File: src/common/spi_bus_pkg.sv
package spi_bus_pkg;

	// Field widths of one single-lane frame
	localparam int CMD_W     = 8;
	localparam int ADDR_W    = 24;
	localparam int DATA_W    = 32;
	localparam int FRAME_W   = CMD_W + ADDR_W + DATA_W; // Longest shifted frame
	localparam int BIT_CNT_W = 7;  // Counts up to FRAME_W and beyond
	localparam int DUMMY_W   = 4;

	typedef logic [CMD_W-1:0]     cmd_t;
	typedef logic [ADDR_W-1:0]    addr_t;
	typedef logic [DATA_W-1:0]    data_t;
	typedef logic [FRAME_W-1:0]   frame_t;
	typedef logic [BIT_CNT_W-1:0] bit_cnt_t;
	typedef logic [DUMMY_W-1:0]   dummy_t;

	// One-cycle strobes tied to SCLK edges
	typedef struct packed {
		logic launch; // Present next mosi bit
		logic sample; // Capture miso
	} sclk_strobe_t;

endpackage

File: src/common/spi_frame_pkg.sv
package spi_frame_pkg;

	// Command types, unknown codes fall back to cmd_only
	typedef enum logic [2:0] {
		cmd_only       = 3'd0,
		cmd_read       = 3'd1,
		cmd_addr_read  = 3'd2, // Only type with dummy cycles
		cmd_write      = 3'd3,
		cmd_addr_write = 3'd4,
		cmd_addr       = 3'd5
	} cmd_type_e;

	// Request as presented by the CPU
	typedef struct packed {
		cmd_type_e             cmd_type;
		spi_bus_pkg::cmd_t     command;
		spi_bus_pkg::addr_t    address;
		spi_bus_pkg::data_t    data;
		spi_bus_pkg::bit_cnt_t bit_count;    // Write or read length
		spi_bus_pkg::dummy_t   dummy_cycles;
	} xfer_req_t;

	// Per-frame bit budget
	typedef struct packed {
		spi_bus_pkg::bit_cnt_t tx_bits;
		spi_bus_pkg::dummy_t   dummy_cycles;
		spi_bus_pkg::bit_cnt_t rx_bits;
		spi_bus_pkg::bit_cnt_t sclk_cycles; // tx + dummy + rx
	} xfer_plan_t;

	// Master FSM
	typedef enum logic [1:0] {
		idle     = 2'd0,
		setup    = 2'd1,
		transfer = 2'd2
	} ctrl_state_e;

endpackage

File: src/logic/spi_flash_master.sv
`timescale 1ns/1ns

module spi_flash_master #(
	parameter int CLKS_PER_HALF_SCLK = 2,
	parameter int CPOL               = 1,
	parameter int CPHA               = 1
) (
	input  logic                     rst,       // System clock
	input  logic                     clk,       // Async reset, active high
	input  spi_frame_pkg::xfer_req_t req,
	input  logic                     valid,
	output logic                     ready,
	output spi_bus_pkg::data_t       data_out,
	output logic                     valid_out,
	output logic                     sclk,
	output logic                     ss_n,
	output logic                     mosi,
	input  logic                     miso
);

	logic                         load;
	logic                         start;
	logic                         done;
	spi_bus_pkg::frame_t          frame;
	spi_frame_pkg::xfer_plan_t    plan;
	spi_bus_pkg::sclk_strobe_t    strobe;
	spi_bus_pkg::data_t           rx_data;

	spi_master_ctrl u_ctrl (
		.rst       (rst),
		.clk       (clk),
		.valid     (valid),
		.done      (done),
		.rx_data   (rx_data),
		.load      (load),
		.start     (start),
		.ss_n      (ss_n),
		.ready     (ready),
		.valid_out (valid_out),
		.data_out  (data_out)
	);

	spi_frame_setup u_setup (
		.rst   (rst),
		.clk   (clk),
		.load  (load),
		.req   (req),
		.frame (frame),
		.plan  (plan)
	);

	spi_sclk_gen #(
		.CLKS_PER_HALF_SCLK (CLKS_PER_HALF_SCLK),
		.CPOL               (CPOL),
		.CPHA               (CPHA)
	) u_sclk_gen (
		.rst         (rst),
		.clk         (clk),
		.start       (start),
		.sclk_cycles (plan.sclk_cycles),
		.sclk        (sclk),
		.strobe      (strobe),
		.done        (done)
	);

	// Transmit side follows launch strobes
	spi_tx_shifter u_tx (
		.rst     (rst),
		.clk     (clk),
		.start   (start),
		.launch  (strobe.launch),
		.frame   (frame),
		.tx_bits (plan.tx_bits),
		.mosi    (mosi)
	);

	spi_rx_shifter u_rx (
		.rst     (rst),
		.clk     (clk),
		.start   (start),
		.sample  (strobe.sample),
		.miso    (miso),
		.plan    (plan),
		.rx_data (rx_data)
	);

endmodule

File: src/logic/spi_frame_setup.sv
`timescale 1ns/1ns

module spi_frame_setup (
	input  logic                       rst,
	input  logic                       clk,
	input  logic                       load,
	input  spi_frame_pkg::xfer_req_t   req,
	output spi_bus_pkg::frame_t        frame,
	output spi_frame_pkg::xfer_plan_t  plan
);

	logic                      has_addr;
	logic                      is_read;
	logic                      is_write;
	logic                      use_dummy;
	spi_bus_pkg::bit_cnt_t     data_bits;
	spi_bus_pkg::data_t        data_just;
	spi_bus_pkg::frame_t       next_frame;
	spi_frame_pkg::xfer_plan_t next_plan;

	// Phases present per command type
	always_comb begin
		has_addr  = 1'b0;
		is_read   = 1'b0;
		is_write  = 1'b0;
		use_dummy = 1'b0;
		case (req.cmd_type)
			spi_frame_pkg::cmd_read: is_read = 1'b1;
			spi_frame_pkg::cmd_addr_read: begin
				has_addr  = 1'b1;
				is_read   = 1'b1;
				use_dummy = 1'b1;
			end
			spi_frame_pkg::cmd_write: is_write = 1'b1;
			spi_frame_pkg::cmd_addr_write: begin
				has_addr = 1'b1;
				is_write = 1'b1;
			end
			spi_frame_pkg::cmd_addr: has_addr = 1'b1;
			default: ; // Command byte only
		endcase
	end

	// Data phase never longer than one data word
	assign data_bits = (req.bit_count > spi_bus_pkg::bit_cnt_t'(spi_bus_pkg::DATA_W)) ?
		spi_bus_pkg::bit_cnt_t'(spi_bus_pkg::DATA_W) : req.bit_count;

	// Low data bits moved up to the MSB end
	assign data_just = is_write ?
		spi_bus_pkg::data_t'(req.data << (spi_bus_pkg::DATA_W - int'(data_bits))) : '0;

	always_comb begin
		if (has_addr) begin
			next_frame = {req.command, req.address, data_just};
		end else begin
			next_frame = {req.command, data_just, {spi_bus_pkg::ADDR_W{1'b0}}};
		end
	end

	always_comb begin
		next_plan.tx_bits = spi_bus_pkg::bit_cnt_t'(spi_bus_pkg::CMD_W);
		if (has_addr)
			next_plan.tx_bits += spi_bus_pkg::bit_cnt_t'(spi_bus_pkg::ADDR_W);
		if (is_write)
			next_plan.tx_bits += data_bits;
		next_plan.dummy_cycles = use_dummy ? req.dummy_cycles : '0;
		next_plan.rx_bits      = is_read ? data_bits : '0;
		next_plan.sclk_cycles  = next_plan.tx_bits + next_plan.rx_bits
			+ spi_bus_pkg::bit_cnt_t'(next_plan.dummy_cycles);
	end

	always_ff @(posedge rst or posedge clk) begin
		if (clk) begin
			plan <= '0;
		end else if (load) begin
			plan <= next_plan;
		end
	end

	always_ff @(posedge rst) begin
		if (load)
			frame <= next_frame; // Held until the next request
	end

endmodule

File: src/logic/spi_master_ctrl.sv
`timescale 1ns/1ns

module spi_master_ctrl (
	input  logic               rst,
	input  logic               clk,
	input  logic               valid,
	input  logic               done,
	input  spi_bus_pkg::data_t rx_data,
	output logic               load,
	output logic               start,
	output logic               ss_n,
	output logic               ready,
	output logic               valid_out,
	output spi_bus_pkg::data_t data_out
);

	spi_frame_pkg::ctrl_state_e state;
	logic                       armed; // valid seen low since last acceptance

	// Acceptance, ready is only high in idle
	assign load  = valid && ready && armed;
	assign start = (state == spi_frame_pkg::setup);

	always_ff @(posedge rst or posedge clk) begin
		if (clk) begin
			armed <= 1'b1;
		end else if (load) begin
			armed <= 1'b0;
		end else if (!valid) begin
			armed <= 1'b1;
		end
	end

	always_ff @(posedge rst or posedge clk) begin
		if (clk) begin
			state     <= spi_frame_pkg::idle;
			ss_n      <= 1'b1;
			ready     <= 1'b1;
			valid_out <= 1'b0;
			data_out  <= '0;
		end else begin
			valid_out <= 1'b0; // Single cycle pulse
			case (state)
				spi_frame_pkg::idle: begin
					if (load) begin
						ready <= 1'b0;
						state <= spi_frame_pkg::setup;
					end
				end
				spi_frame_pkg::setup: begin
					// Plan is registered by now
					ss_n  <= 1'b0;
					state <= spi_frame_pkg::transfer;
				end
				spi_frame_pkg::transfer: begin
					if (done) begin
						ss_n      <= 1'b1;
						ready     <= 1'b1;
						valid_out <= 1'b1;
						data_out  <= rx_data;
						state     <= spi_frame_pkg::idle;
					end
				end
				default: begin
					ss_n  <= 1'b1;
					ready <= 1'b1;
					state <= spi_frame_pkg::idle;
				end
			endcase
		end
	end

	// No new request while the slave is selected
	a_sel_not_ready : assert property (@(posedge rst) disable iff (clk)
		!ss_n |-> !ready);

endmodule

File: src/serial/spi_rx_shifter.sv
`timescale 1ns/1ns

module spi_rx_shifter (
	input  logic                      rst,
	input  logic                      clk,
	input  logic                      start,
	input  logic                      sample,
	input  logic                      miso,
	input  spi_frame_pkg::xfer_plan_t plan,
	output spi_bus_pkg::data_t        rx_data
);

	spi_bus_pkg::bit_cnt_t sample_cnt;
	spi_bus_pkg::bit_cnt_t skip_bits;
	spi_bus_pkg::bit_cnt_t end_bits;
	logic                  in_window;

	// Transmit and dummy samples carry no read data
	assign skip_bits = plan.tx_bits + spi_bus_pkg::bit_cnt_t'(plan.dummy_cycles);
	assign end_bits  = skip_bits + plan.rx_bits;
	assign in_window = (sample_cnt >= skip_bits) && (sample_cnt < end_bits);

	always_ff @(posedge rst or posedge clk) begin
		if (clk) begin
			sample_cnt <= '0;
		end else if (start) begin
			sample_cnt <= '0;
		end else if (sample) begin
			sample_cnt <= sample_cnt + 1'b1;
		end
	end

	// Shift in at the bottom so short reads end up right-aligned
	always_ff @(posedge rst or posedge clk) begin
		if (clk) begin
			rx_data <= '0;
		end else if (start) begin
			rx_data <= '0;
		end else if (sample && in_window) begin
			rx_data <= {rx_data[spi_bus_pkg::DATA_W-2:0], miso};
		end
	end

endmodule

File: src/serial/spi_sclk_gen.sv
`timescale 1ns/1ns

module spi_sclk_gen #(
	parameter int CLKS_PER_HALF_SCLK = 2,
	parameter int CPOL               = 1,
	parameter int CPHA               = 1
) (
	input  logic                      rst,
	input  logic                      clk,
	input  logic                      start,
	input  spi_bus_pkg::bit_cnt_t     sclk_cycles,
	output logic                      sclk,
	output spi_bus_pkg::sclk_strobe_t strobe,
	output logic                      done
);

	localparam int   CNT_W    = (CLKS_PER_HALF_SCLK > 1) ? $clog2(CLKS_PER_HALF_SCLK) : 1;
	localparam logic IDLE_LVL = (CPOL != 0);
	localparam logic PHASE1   = (CPHA != 0);

	logic [CNT_W-1:0]                div_cnt;
	logic [spi_bus_pkg::BIT_CNT_W:0] edges_left; // Two per SCLK period
	logic                            active;
	logic                            edge_now;
	logic                            leading;
	logic                            trailing;

	assign edge_now = active && (div_cnt == CNT_W'(CLKS_PER_HALF_SCLK - 1));
	assign leading  = edge_now && (sclk == IDLE_LVL);
	assign trailing = edge_now && (sclk != IDLE_LVL);

	// Mode 0 and 2 need the first bit before the first edge
	assign strobe.launch = PHASE1 ? leading : (trailing || start);
	assign strobe.sample = PHASE1 ? trailing : leading;

	always_ff @(posedge rst or posedge clk) begin
		if (clk) begin
			sclk       <= IDLE_LVL;
			div_cnt    <= '0;
			edges_left <= '0;
			active     <= 1'b0;
			done       <= 1'b0;
		end else begin
			done <= 1'b0;
			if (start) begin
				sclk       <= IDLE_LVL;
				div_cnt    <= '0;
				edges_left <= {sclk_cycles, 1'b0};
				active     <= 1'b1;
			end else if (edge_now) begin
				sclk       <= ~sclk;
				div_cnt    <= '0;
				edges_left <= edges_left - 1'b1;
				if (edges_left == 1) begin // Last edge of the frame
					active <= 1'b0;
					done   <= 1'b1;
				end
			end else if (active) begin
				div_cnt <= div_cnt + 1'b1;
			end
		end
	end

	// start only arrives while no frame runs
	a_strobe_excl : assert property (@(posedge rst) disable iff (clk)
		!(strobe.launch && strobe.sample));

endmodule

File: src/serial/spi_tx_shifter.sv
`timescale 1ns/1ns

module spi_tx_shifter (
	input  logic                  rst,
	input  logic                  clk,
	input  logic                  start,
	input  logic                  launch,
	input  spi_bus_pkg::frame_t   frame,
	input  spi_bus_pkg::bit_cnt_t tx_bits,
	output logic                  mosi
);

	spi_bus_pkg::frame_t   shift_q;
	spi_bus_pkg::frame_t   src;
	spi_bus_pkg::bit_cnt_t remaining;
	spi_bus_pkg::bit_cnt_t left;

	// start may come with the first launch
	assign src  = start ? frame : shift_q;
	assign left = start ? tx_bits : remaining;

	always_ff @(posedge rst or posedge clk) begin
		if (clk) begin
			remaining <= '0;
			mosi      <= 1'b0;
		end else if (launch && (left != '0)) begin
			mosi      <= src[spi_bus_pkg::FRAME_W-1]; // MSB first
			remaining <= left - 1'b1;
		end else if (start || launch) begin
			mosi      <= 1'b0; // Idle low once the frame is out
			remaining <= left;
		end
	end

	always_ff @(posedge rst) begin
		if (start || launch)
			shift_q <= (launch && (left != '0)) ? (src << 1) : src;
	end

	// Every launched bit must come from the loaded frame
	a_tx_fits_frame : assert property (@(posedge rst) disable iff (clk)
		start |-> (tx_bits != '0)
			&& (tx_bits <= spi_bus_pkg::bit_cnt_t'(spi_bus_pkg::FRAME_W)));

endmodule

File: config.mk
export PLATFORM = sky130hd
export DESIGN_NAME = spi_flash_master
export DESIGN_NICKNAME = d
export VERILOG_FILES = /design/src/common/spi_bus_pkg.sv /design/src/common/spi_frame_pkg.sv /design/src/logic/spi_flash_master.sv /design/src/logic/spi_frame_setup.sv /design/src/logic/spi_master_ctrl.sv /design/src/serial/spi_rx_shifter.sv /design/src/serial/spi_sclk_gen.sv /design/src/serial/spi_tx_shifter.sv
export SDC_FILE = /design/constraint.sdc
export NUM_CORES = 1
export LEC_CHECK = 0
export BUFFER_PORTS_ARGS = -buffer_cell sky130_fd_sc_hd__buf_4
export CAP_MARGIN = 20
export CORE_MARGIN = 3
export CORE_UTILIZATION = 55
export DETAILED_ROUTE_END_ITERATION = 6
export GPL_TIMING_DRIVEN = 0
export PLACE_DENSITY = 0.74
export SKIP_CTS_REPAIR_TIMING = 1
export SYNTH_ARGS = -nofsm -noshare
export SYNTH_HDL_FRONTEND = slang
export SYNTH_HIERARCHICAL = 1
export SYNTH_SLANG_ARGS = --single-unit
File: constraint.sdc
create_clock -name rst -period 5.1 [get_ports rst]
set_input_delay 1.275 -clock rst [delete_from_list [all_inputs] [get_ports rst]]
set_output_delay 1.275 -clock rst [all_outputs]
set_load 0.1 [all_outputs]
Word level (Yosys, flattened, before mapping)
Cells that the tools add are included.
{"block": "word_totals", "ff_bits": 250, "input_bits": 82, "output_inout_bits": 37, "wordCells": 122}
{"block": "classes", "n_addsub": 10, "n_lt_le_gt_ge": 3, "eq_ne": 11, "shifts": 1, "mux": 46, "bitwise": 3, "n_reduce_logical": 25}
{"op": "$mux 64", "n": 2}
{"op": "$mux 32", "n": 3}
{"op": "$mux 56", "n": 1}
{"op": "$mux 7", "n": 8}
{"op": "$shl 32x32->32", "n": 1}
{"op": "$mux 1", "n": 23}
{"op": "$mux 8", "n": 2}
{"op": "$add 7x4->7", "n": 2}
{"op": "$add 7x7->7", "n": 2}
{"op": "$reduce_bool 2->1", "n": 5}
{"op": "$eq 8x1->1 const B", "n": 1}
{"op": "$logic_and 1x1->1", "n": 8}
{"op": "$reduce_and 2->1", "n": 4}
{"op": "$sub 6x7->8 const A", "n": 1}
{"op": "$sub 8x1->8 const B", "n": 1}
{"op": "$add 6x7->7", "n": 1}
{"op": "$add 7x1->7 const B", "n": 1}
{"op": "$ge 7x7->1", "n": 1}
{"op": "$gt 7x6->1 const B", "n": 1}
{"op": "$lt 7x7->1", "n": 1}
{"op": "$reduce_bool 7->1", "n": 1}
{"op": "$sub 7x1->7 const B", "n": 1}
{"op": "$eq 3x2->1 const B", "n": 2}
{"op": "$eq 3x3->1 const B", "n": 2}
{"op": "18 further kinds", "n": 24}

Depth between registers and ports, before layout
Gate-level depths: netlist of the first run.
{"block": "depth", "depth_word": 8, "mapped_depth": 20, "mapped_depth_nobuf": 18}

By module
The synthesis of the first run kept the hierarchy.
{"module": "spi_frame_setup", "n_inst": 1, "cells_per_inst": 629, "area_each_um2": 6067.1, "seq_area_each_um2": 2547.4}
{"module": "spi_tx_shifter", "n_inst": 1, "cells_per_inst": 195, "area_each_um2": 4080.2, "seq_area_each_um2": 2122.0}
{"module": "spi_rx_shifter", "n_inst": 1, "cells_per_inst": 226, "area_each_um2": 2492.4, "seq_area_each_um2": 975.9}
{"module": "spi_master_ctrl", "n_inst": 1, "cells_per_inst": 90, "area_each_um2": 1561.5, "seq_area_each_um2": 954.7}
{"module": "spi_sclk_gen", "n_inst": 1, "cells_per_inst": 72, "area_each_um2": 663.1, "seq_area_each_um2": 301.5}

Worst setup path after synthesis of the first run
Ideal clock, no wire load.
{"block": "synth_timing", "path_kind": "in2reg", "start": "in req[9] in the netlist's numbering", "end": "reg u_setup.frame[30] (data pin)", "arrival_time_ns": 4.129, "required_ns": 4.831, "slack_ns": 0.703, "path_stages": 14, "path_buffers": 6, "path_cell_list": "buf_2 > nor2_2 > buf_2 > clkbuf_1 > nand2_1 > ha_1 > buf_2 > buf_1 > clkbuf_1 > mux4_2 > a32oi_1 > o22ai_1 > a211oi_2 > o22ai_1"}
{"block": "synth_between", "elab_chain_cells": 6}
{"element": "start: declaration", "line": "spi_flash_master.sv:10", "text": "input spi_frame_pkg::xfer_req_t req,"}
{"element": "$gt 7x6->1", "line": "spi_frame_setup.sv:45", "text": "assign data_bits = (req.bit_count > spi_bus_pkg::bit_cnt_t'(spi_bus_pkg::DATA_W)) ?"}
{"element": "$mux 7 *", "line": "spi_frame_setup.sv:45"}
{"element": "$sub 6x7->8 *", "line": "spi_frame_setup.sv:50", "text": "spi_bus_pkg::data_t'(req.data << (spi_bus_pkg::DATA_W - int'(data_bits))) : '0;"}
{"element": "$shl 32x32->32 *", "line": "spi_frame_setup.sv:50"}
{"element": "$mux 32 *", "line": "spi_frame_setup.sv:49", "text": "assign data_just = is_write ?"}
{"element": "$mux 56 *", "line": "spi_frame_setup.sv:53", "text": "if (has_addr) begin"}
{"element": "named net u_setup.next_frame[30]", "line": "spi_frame_setup.sv:18", "text": "spi_bus_pkg::frame_t next_frame;"}
{"element": "end signal: assignment", "line": "spi_frame_setup.sv:82", "text": "frame <= next_frame;"}
{"element": "end: declaration", "line": "spi_frame_setup.sv:8", "text": "output spi_bus_pkg::frame_t frame,"}
Mark *: on every way through the listed nets, which the timed path passes. The rest lies on a longest branch.
A chain may end at the register's enable or synchronous reset.

Worst setup path in the final report of the first run
{"block": "layout_timing", "start": "in req[9] in the netlist's numbering", "end": "reg u_setup.frame[48] (data pin)"}
Same word-level chain as after synthesis.

==> out/results.ini, run 1 <==
[timing]
slew_headroom_pct=25.8
setup_viol=0
rsz0062_at_grt=no
hold_viol=0
fin_skew_ns=0.0289
worst_pin_slew_ns=1.10
drv_slew=0
fin_crit_sh_pct=95.6
setup_slack_ns=0.224
max_freq_ghz=0.205
holdWs_ns=0.480
fin_crit_ns=4.88

[pwr]
share_comb_of_total_power_pct=31.2
finalPower_mw=6.97
netSwitchingPower_mw=2.26
pwr_density_cell_mw_per_mm2=408
p_int_mw=4.71
clockPowerShare_pct=28.5
power.leakage_nw=7.23
vdd.ir_drop.worst_mv=0.318
p_seq_share_pct=40.3
p_sw_share_pct=32.4

[yosys]
yosysSeqAreaShare_pct=46.4
yosysWarnings=6
synth_ff_type=edfxtp_1
syn-cell-area_mm2=0.0149
syn_avg_cell_area_um2=12.3
synth-edff-count=128
async_reset_ff_share_pct=48.8
synth.distinct_cells=97
synth.net_count=1340
postSynthRegisterBits=250
netlist_instances=1212

[placement]
dp_hpwl_um=27500
io_buffers=116
gp_congestion=0.959
pre_cts_slack_ns=-0.593
placed_area_mm2=0.0162

[setup_path]
worst_setup_path_end_kind=flop
criticalPathCategory=in -> reg
critPathLaunchType=primary input
cp_data_required_time_ns=5.38
critical_path.max_fanout=10
critPathArrivalTime_ns=5.15
rrSetupSlack_ns=0.99

[cts]
clock_latency_ns=0.55
htree_levels=1
clk_path_buf_depth=3
numCtsBuffers=27
clock-sinks=250
ctsRootBufferMaster=clkbuf_16
cts_tree=built
clk_pin_slew_ns=0.07

[run_status]
status=finished, final reports clean

[die]
die_h_um=170
start_util_pct=56.6
die_w_um=170
pin_count=119
dieArea_mm2=0.0290
coreArea_mm2=0.0263
rows=59

[cells_and_area]
regArea_mm2=0.00690
multi_input_area_mm2=0.00730
fillCellCount=2017
design_area_mm2=0.0171
final_nets=1486
syn2layout_area_growth_pct=15.1
drive_above_1_share_pct=27.4
diodes=0

[drt]
drc=0
wire_per_inst_um=21.7
drt_iter0_markers=940
antenna_left=0
drt-pass1-iter-count=5
routed_wl_um=37200
via_count=10661
via_per_inst=6.22

[grt]
grt.total_usage_pct=25.6
grt_pass1_vias=10697
grt_max_degree=66
grt_pass1_wl_um=59300
antenna_found_initial=0
overflow=0

[run]
max-cap-violations=0

[hold_path]
hp-class=reg -> reg

-- cells in the mapped netlist, types with 7 or more instances --
library cell / instances / area share, %
buf_2: 28 / 0.94
clkbuf_1: 22 / 0.56
a21oi_1: 45 / 1.5
xnor2_1: 17 / 1.0
o211ai_1: 10 / 0.51
nand3_1: 29 / 0.98
nor2b_1: 9 / 0.38
nor2_1: 72 / 1.8
mux4_2: 54 / 8.2
nand2b_1: 42 / 1.8
o22ai_1: 16 / 0.67
o21ai_1: 14 / 0.47
mux2_4: 31 / 3.1
inv_1: 47 / 1.2
dfrtp_1: 118 / 20
mux4_1: 12 / 2.1
o211a_1: 8 / 0.54
edfxtp_1: 128 / 26
fa_1: 7 / 0.94
nor3_1: 9 / 0.30
a31oi_1: 7 / 0.29
mux2_2: 27 / 2.0
ha_1: 39 / 3.3
buf_6: 15 / 1.1
nand2_1: 102 / 2.6
mux2i_1: 82 / 5.5
xor2_1: 12 / 0.71
a21o_1: 9 / 0.45
o21ai_0: 52 / 1.8
-- worst paths after layout --
check	end	cells after the start	start
max	u_setup/frame[48]$_DFFE_PP_	15	req[9]
min in group asynchronous	u_tx/mosi$_DFFE_PP0P_	2	clk
min	u_ctrl/armed$_DFFE_PP1P_	2	u_ctrl/armed$_DFFE_PP1P_
min reg2reg	u_ctrl/armed$_DFFE_PP1P_	2	u_ctrl/armed$_DFFE_PP1P_
max in group asynchronous	u_setup/plan[7]$_DFFE_PP0P_	2	clk
max reg2reg	u_rx/rx_data[9]$_DFFE_PP0P_	20	u_setup/plan[18]$_DFFE_PP0P_
-- cell families after synthesis --
kind of cell	after synthesis	synth area share, %
XOR/XNOR	31	2.00
adder cells (fa/ha/maj)	46	4.23
buffers and inverters	125	4.49
AND/OR/NAND/NOR	328	11.5
multiplexers	208	21.2
AO/OA/AOI/OAI	224	10.2
flip-flops	250	46.4
-- critical path, cell delays in order --
cell and delay (ns):
buf_4 0.13, buf_2 0.19, nor2_2 0.20, buf_2 0.27, clkbuf_1 0.39, nand2_1 0.11, ha_1 0.28, o21a_1 0.20
nor4_1 0.53, buf_2 0.36, nor3_2 0.14, nand2_1 0.24, o32ai_1 0.16, nor4_2 0.50, o21ai_1 0.17
-- through the flow --
step                TNS (ns)  instances  utilization [%]
finish                     0       1714             65.1
CTS                 -0.00123       1714             65.1
global placement      -10.30       1663             61.5
global route               0       1714             65.1
floorplan                  0       1212                -
detailed placement    -10.29       1664             61.6
-- placed cells by master (no fill, tap or decap), types with 7 or more instances in the layout --
cell / instances
a21o_1: 9
a21oi_1: 45
a31oi_1: 7
buf_2: 28
buf_4: 121
buf_6: 15
clkbuf_1: 22
clkbuf_16: 28
clkinv_2: 7
dfrtp_1: 118
edfxtp_1: 128
fa_1: 7
ha_1: 39
inv_1: 45
mux2_2: 27
mux2_4: 31
mux2i_1: 82
mux4_1: 12
mux4_2: 54
nand2_1: 102
nand2b_1: 42
nand3_1: 29
nor2_1: 72
nor2b_1: 9
nor3_1: 9
o211a_1: 8
o211ai_1: 10
o21ai_0: 52
o21ai_1: 14
o22ai_1: 16
xnor2_1: 17
xor2_1: 12
-- state kept, by name (all words and copies together), names as in the netlist, 2 cells and up --
register / flops
u_tx/remaining: 7
u_setup/plan: 25
u_sclk_gen/edges_left: 8
u_ctrl/state: 2
u_rx/rx_data: 32
u_rx/sample_cnt: 7
u_ctrl/data_out: 32
u_tx/shift_q: 64
u_setup/frame: 64
-- power by group through the flow --
stage	Sequential [mW]	Clock (mW)	Combinational, mW
floorplan	2.86	0	1.56
global placement	2.82	0	2.08
detailed placement	2.83	0	2.16
CTS	2.80	2.03	2.17
global route	2.85	2.09	2.39
finish	2.81	1.99	2.18
-- area by class of cell --
cell class	count	area share, %
Timing Repair Buffer	117	5.21
Clock buffer	35	4.54
Inverter	49	1.08
Sequential cell	250	40.3
Clock inverter	15	0.863
Tap cell	335	2.45
Multi-Input combinational cell	837	42.7
Buffer	76	2.87
-- routing by layer --
layer / GRT usage [%] / part of all wire [%] / vias up
li1: - / - / 4853
met1: 37.6 / 45 / 5317
met2: 41.1 / 47 / 421
met3: 2.97 / 5.8 / 70
met4: 6.95 / 2.7 / 0
met5: 0 / 0 / -
(Power assumes the default switching activity.)
==> inputs of run 2 (changes only) <==
--- a/config.mk
+++ b/config.mk
@@ -15,5 +15,4 @@
 export SKIP_CTS_REPAIR_TIMING = 1
 export SYNTH_ARGS = -nofsm -noshare
 export SYNTH_HDL_FRONTEND = slang
-export SYNTH_HIERARCHICAL = 1
 export SYNTH_SLANG_ARGS = --single-unit
==> out/results.ini, run 2 <==
[timing]
fin_crit_ns=4.89
max_freq_ghz=0.204
worst_pin_slew_ns=0.999
hold_viol=0
fin_skew_ns=0.0320
holdWs_ns=0.476
rsz0062_at_grt=no
slew_headroom_pct=32.9
fin_crit_sh_pct=95.9
drv_slew=0
setup_viol=0

[yosys]
yosysSeqAreaShare_pct=47.2
synth_largest_area_cell=edfxtp_1
postSynthRegisterBits=250
async_reset_ff_share_pct=48.8
yosysMostFrequentCell=nand2_1
yosys.area_share.simple_pct=12.3
syn_avg_cell_area_um2=11.4
synthTopCellsByCount=184 x nand2_1, 128 x edfxtp_1, 118 x dfrtp_1
synth_ff_type=edfxtp_1
synth-edff-count=128
synth.area.mux_share_pct=19.8
synth-compound-area-share_pct=10.3
synth.net_count=1411
yosysWarnings=0
synth_xor_area_share_pct=2.45
synth.distinct_cells=78
syn-cell-area_mm2=0.0146
synthAdderAreaFrac_pct=4.29
netlist_instances=1283
synth.area.top_cells=edfxtp_1 26%, dfrtp_1 20%, mux4_2 11%
synth_top_family_by_area=multiplexers
netlist.area_leader.share_pct=26.3

[cts]
clock-sinks=250
clk_path_buf_depth=3
clk_pin_slew_ns=0.06
clock_latency_ns=0.54
cts_tree=built
htree_levels=1
numCtsBuffers=26
ctsRootBufferMaster=clkbuf_16

[placement]
gp_congestion=0.951
io_buffers=115
dp_hpwl_um=27300

[setup_path]
critPathLaunchType=primary input
cp_data_required_time_ns=5.41
startpoint=req[10]
criticalPathCategory=in -> reg
path_cells=buf_4 -> nor2_1 -> clkbuf_1 -> nand2_1 -> ha_1 -> buf_1 -> clkbuf_1 -> clkbuf_1 -> o221ai_1 -> o211a_1 -> o21ai_1
critPathMaxStageDelay_ns=0.47
reg2reg_from=u_setup.plan[18]$_DFFE_PP0P_
path_depth=11
path_delay_family=buffers and inverters
critical_path.max_fanout=10
critPathArrivalTime_ns=5.20
crit_slowest_cell=clkbuf_1
critPathCapture=u_setup.frame[55]$_DFFE_PP_
rrSetupSlack_ns=0.90
reg2reg_depth=16
regToRegEndpoint=u_rx.rx_data[25]$_DFFE_PP0P_
critPathMostFrequentCell=clkbuf_1
crit_buf_inv=5
worst_setup_path_end_kind=flop

[die]
coreArea_mm2=0.0261
rows=59
pin_count=119
die_h_um=169
dieArea_mm2=0.0286
start_util_pct=56.0
die_w_um=169

[pwr]
vdd.ir_drop.worst_mv=0.257
power.leakage_nw=6.71
pwr_density_cell_mw_per_mm2=269
clockPowerShare_pct=41.2
finalPower_mw=4.53
share_comb_of_total_power_pct=12.1
p_seq_share_pct=46.7
netSwitchingPower_mw=1.12
p_sw_share_pct=24.8
p_int_mw=3.41

[drt]
wire_per_inst_um=20.8
routed_wl_um=37100
via_count=11053
drt-pass1-iter-count=6
via_per_inst=6.20
drc=0
antenna_left=0
drt_iter0_markers=1116

[cells_and_area]
drive_above_1_share_pct=21.8
top_regs=u_setup.frame (64), u_tx.shift_q (64)
syn2layout_area_growth_pct=15.1
final_cell_mix=183 x nand2_1, 128 x edfxtp_1, 118 x dfrtp_1
diodes=0
final_common_cell=nand2_1
final_nets=1556
fillCellCount=2010

[grt]
grt_pass1_wl_um=59800
antenna_found_initial=1
grt.total_usage_pct=26.1
overflow=0
grt_pass1_vias=10848
grt_max_degree=85

[hold_path]
hp-class=reg -> reg

[run]
max-cap-violations=0

[run_status]
status=finished, final reports clean

-- run 2: cell type report --
class	instances	area, um^2	area share (%)
Buffer	88	417	2.47
Clock inverter	11	104	0.617
Inverter	33	131	0.780
Clock buffer	37	752	4.47
Tap cell	335	419	2.49
Multi-Input combinational cell	912	7200	42.8
Sequential cell	250	6900	41.0
Timing Repair Buffer	117	911	5.41
-- run 2: worst register-to-register path, cell delays in order (launching register included) --
cell and delay [ns]:
dfrtp_1 0.43, ha_1 0.22, inv_1 0.06, fa_1 0.52, fa_1 0.46, inv_1 0.07
a21oi_1 0.06, o21bai_1 0.24, a21o_1 0.17, a21oi_1 0.07, xnor2_1 0.13, ha_1 0.29
nand2_1 0.06, o2111ai_1 0.55, buf_2 0.41, mux2i_1 0.25, nor2_1 0.06
-- run 2: worst min path at each step --
stage                                                from  slack, ns  cells past startpoint                                   end
after floorplan              u_rx.rx_data[31]$_DFFE_PP0P_       0.44                      2       u_ctrl.data_out[31]$_DFFE_PP0P_
after global placement        u_setup.plan[1]$_DFFE_PP0P_       0.46                      2  u_sclk_gen.edges_left[2]$_DFFE_PP0P_
after detailed placement   u_ctrl.data_out[2]$_DFFE_PP0P_       0.46                      2        u_ctrl.data_out[2]$_DFFE_PP0P_
after CTS                  u_ctrl.data_out[2]$_DFFE_PP0P_       0.48                      2        u_ctrl.data_out[2]$_DFFE_PP0P_
after global routing       u_ctrl.data_out[6]$_DFFE_PP0P_       0.50                      2        u_ctrl.data_out[6]$_DFFE_PP0P_
final                     u_ctrl.data_out[17]$_DFFE_PP0P_       0.48                      2       u_ctrl.data_out[17]$_DFFE_PP0P_
-- run 2: power groups by stage --
stage	clock (mW)	combinational, mW	sequential [mW]
floorplan	0	0.332	2.16
global placement	0	0.524	2.16
detailed placement	0	0.530	2.16
CTS	1.90	0.533	2.12
finish	1.87	0.547	2.12
global route	1.98	0.586	2.12
-- run 2: logic make-up (layout without fill, tap and decap cells) --
| family | Yosys count | count (layout) |
|---|---|---|
| buffers and inverters | 121 | 286 |
| muxes | 192 | 192 |
| DFF | 250 | 250 |
| AOI/OAI and AO/OA | 238 | 238 |
| adders and majority gates | 46 | 46 |
| xor gates and xnor gates | 40 | 40 |
| and+or+nand+nor | 396 | 396 |
-- run 2: metal layers --
layer	routed length (um)	vias to the layer above	GRT usage (%)
li1	-	5055	-
met1	16300	5454	38.7
met2	17200	469	40.7
met3	2740	73	4.06
met4	891	2	6.97
met5	11	-	0
-- run 2: stage by stage --
stage	util, %	worst slack, ns	area (um^2)	instances	TNS [ns]
floorplan	-	0.589	14600	1283	0
global placement	60.9	-0.745	15900	1733	-88.41
detailed placement	61.1	-0.299	16000	1735	-1.63
CTS	64.4	0.239	16800	1783	0
global route	64.4	0.0956	16800	1783	0
finish	64.4	0.207	16800	1783	0
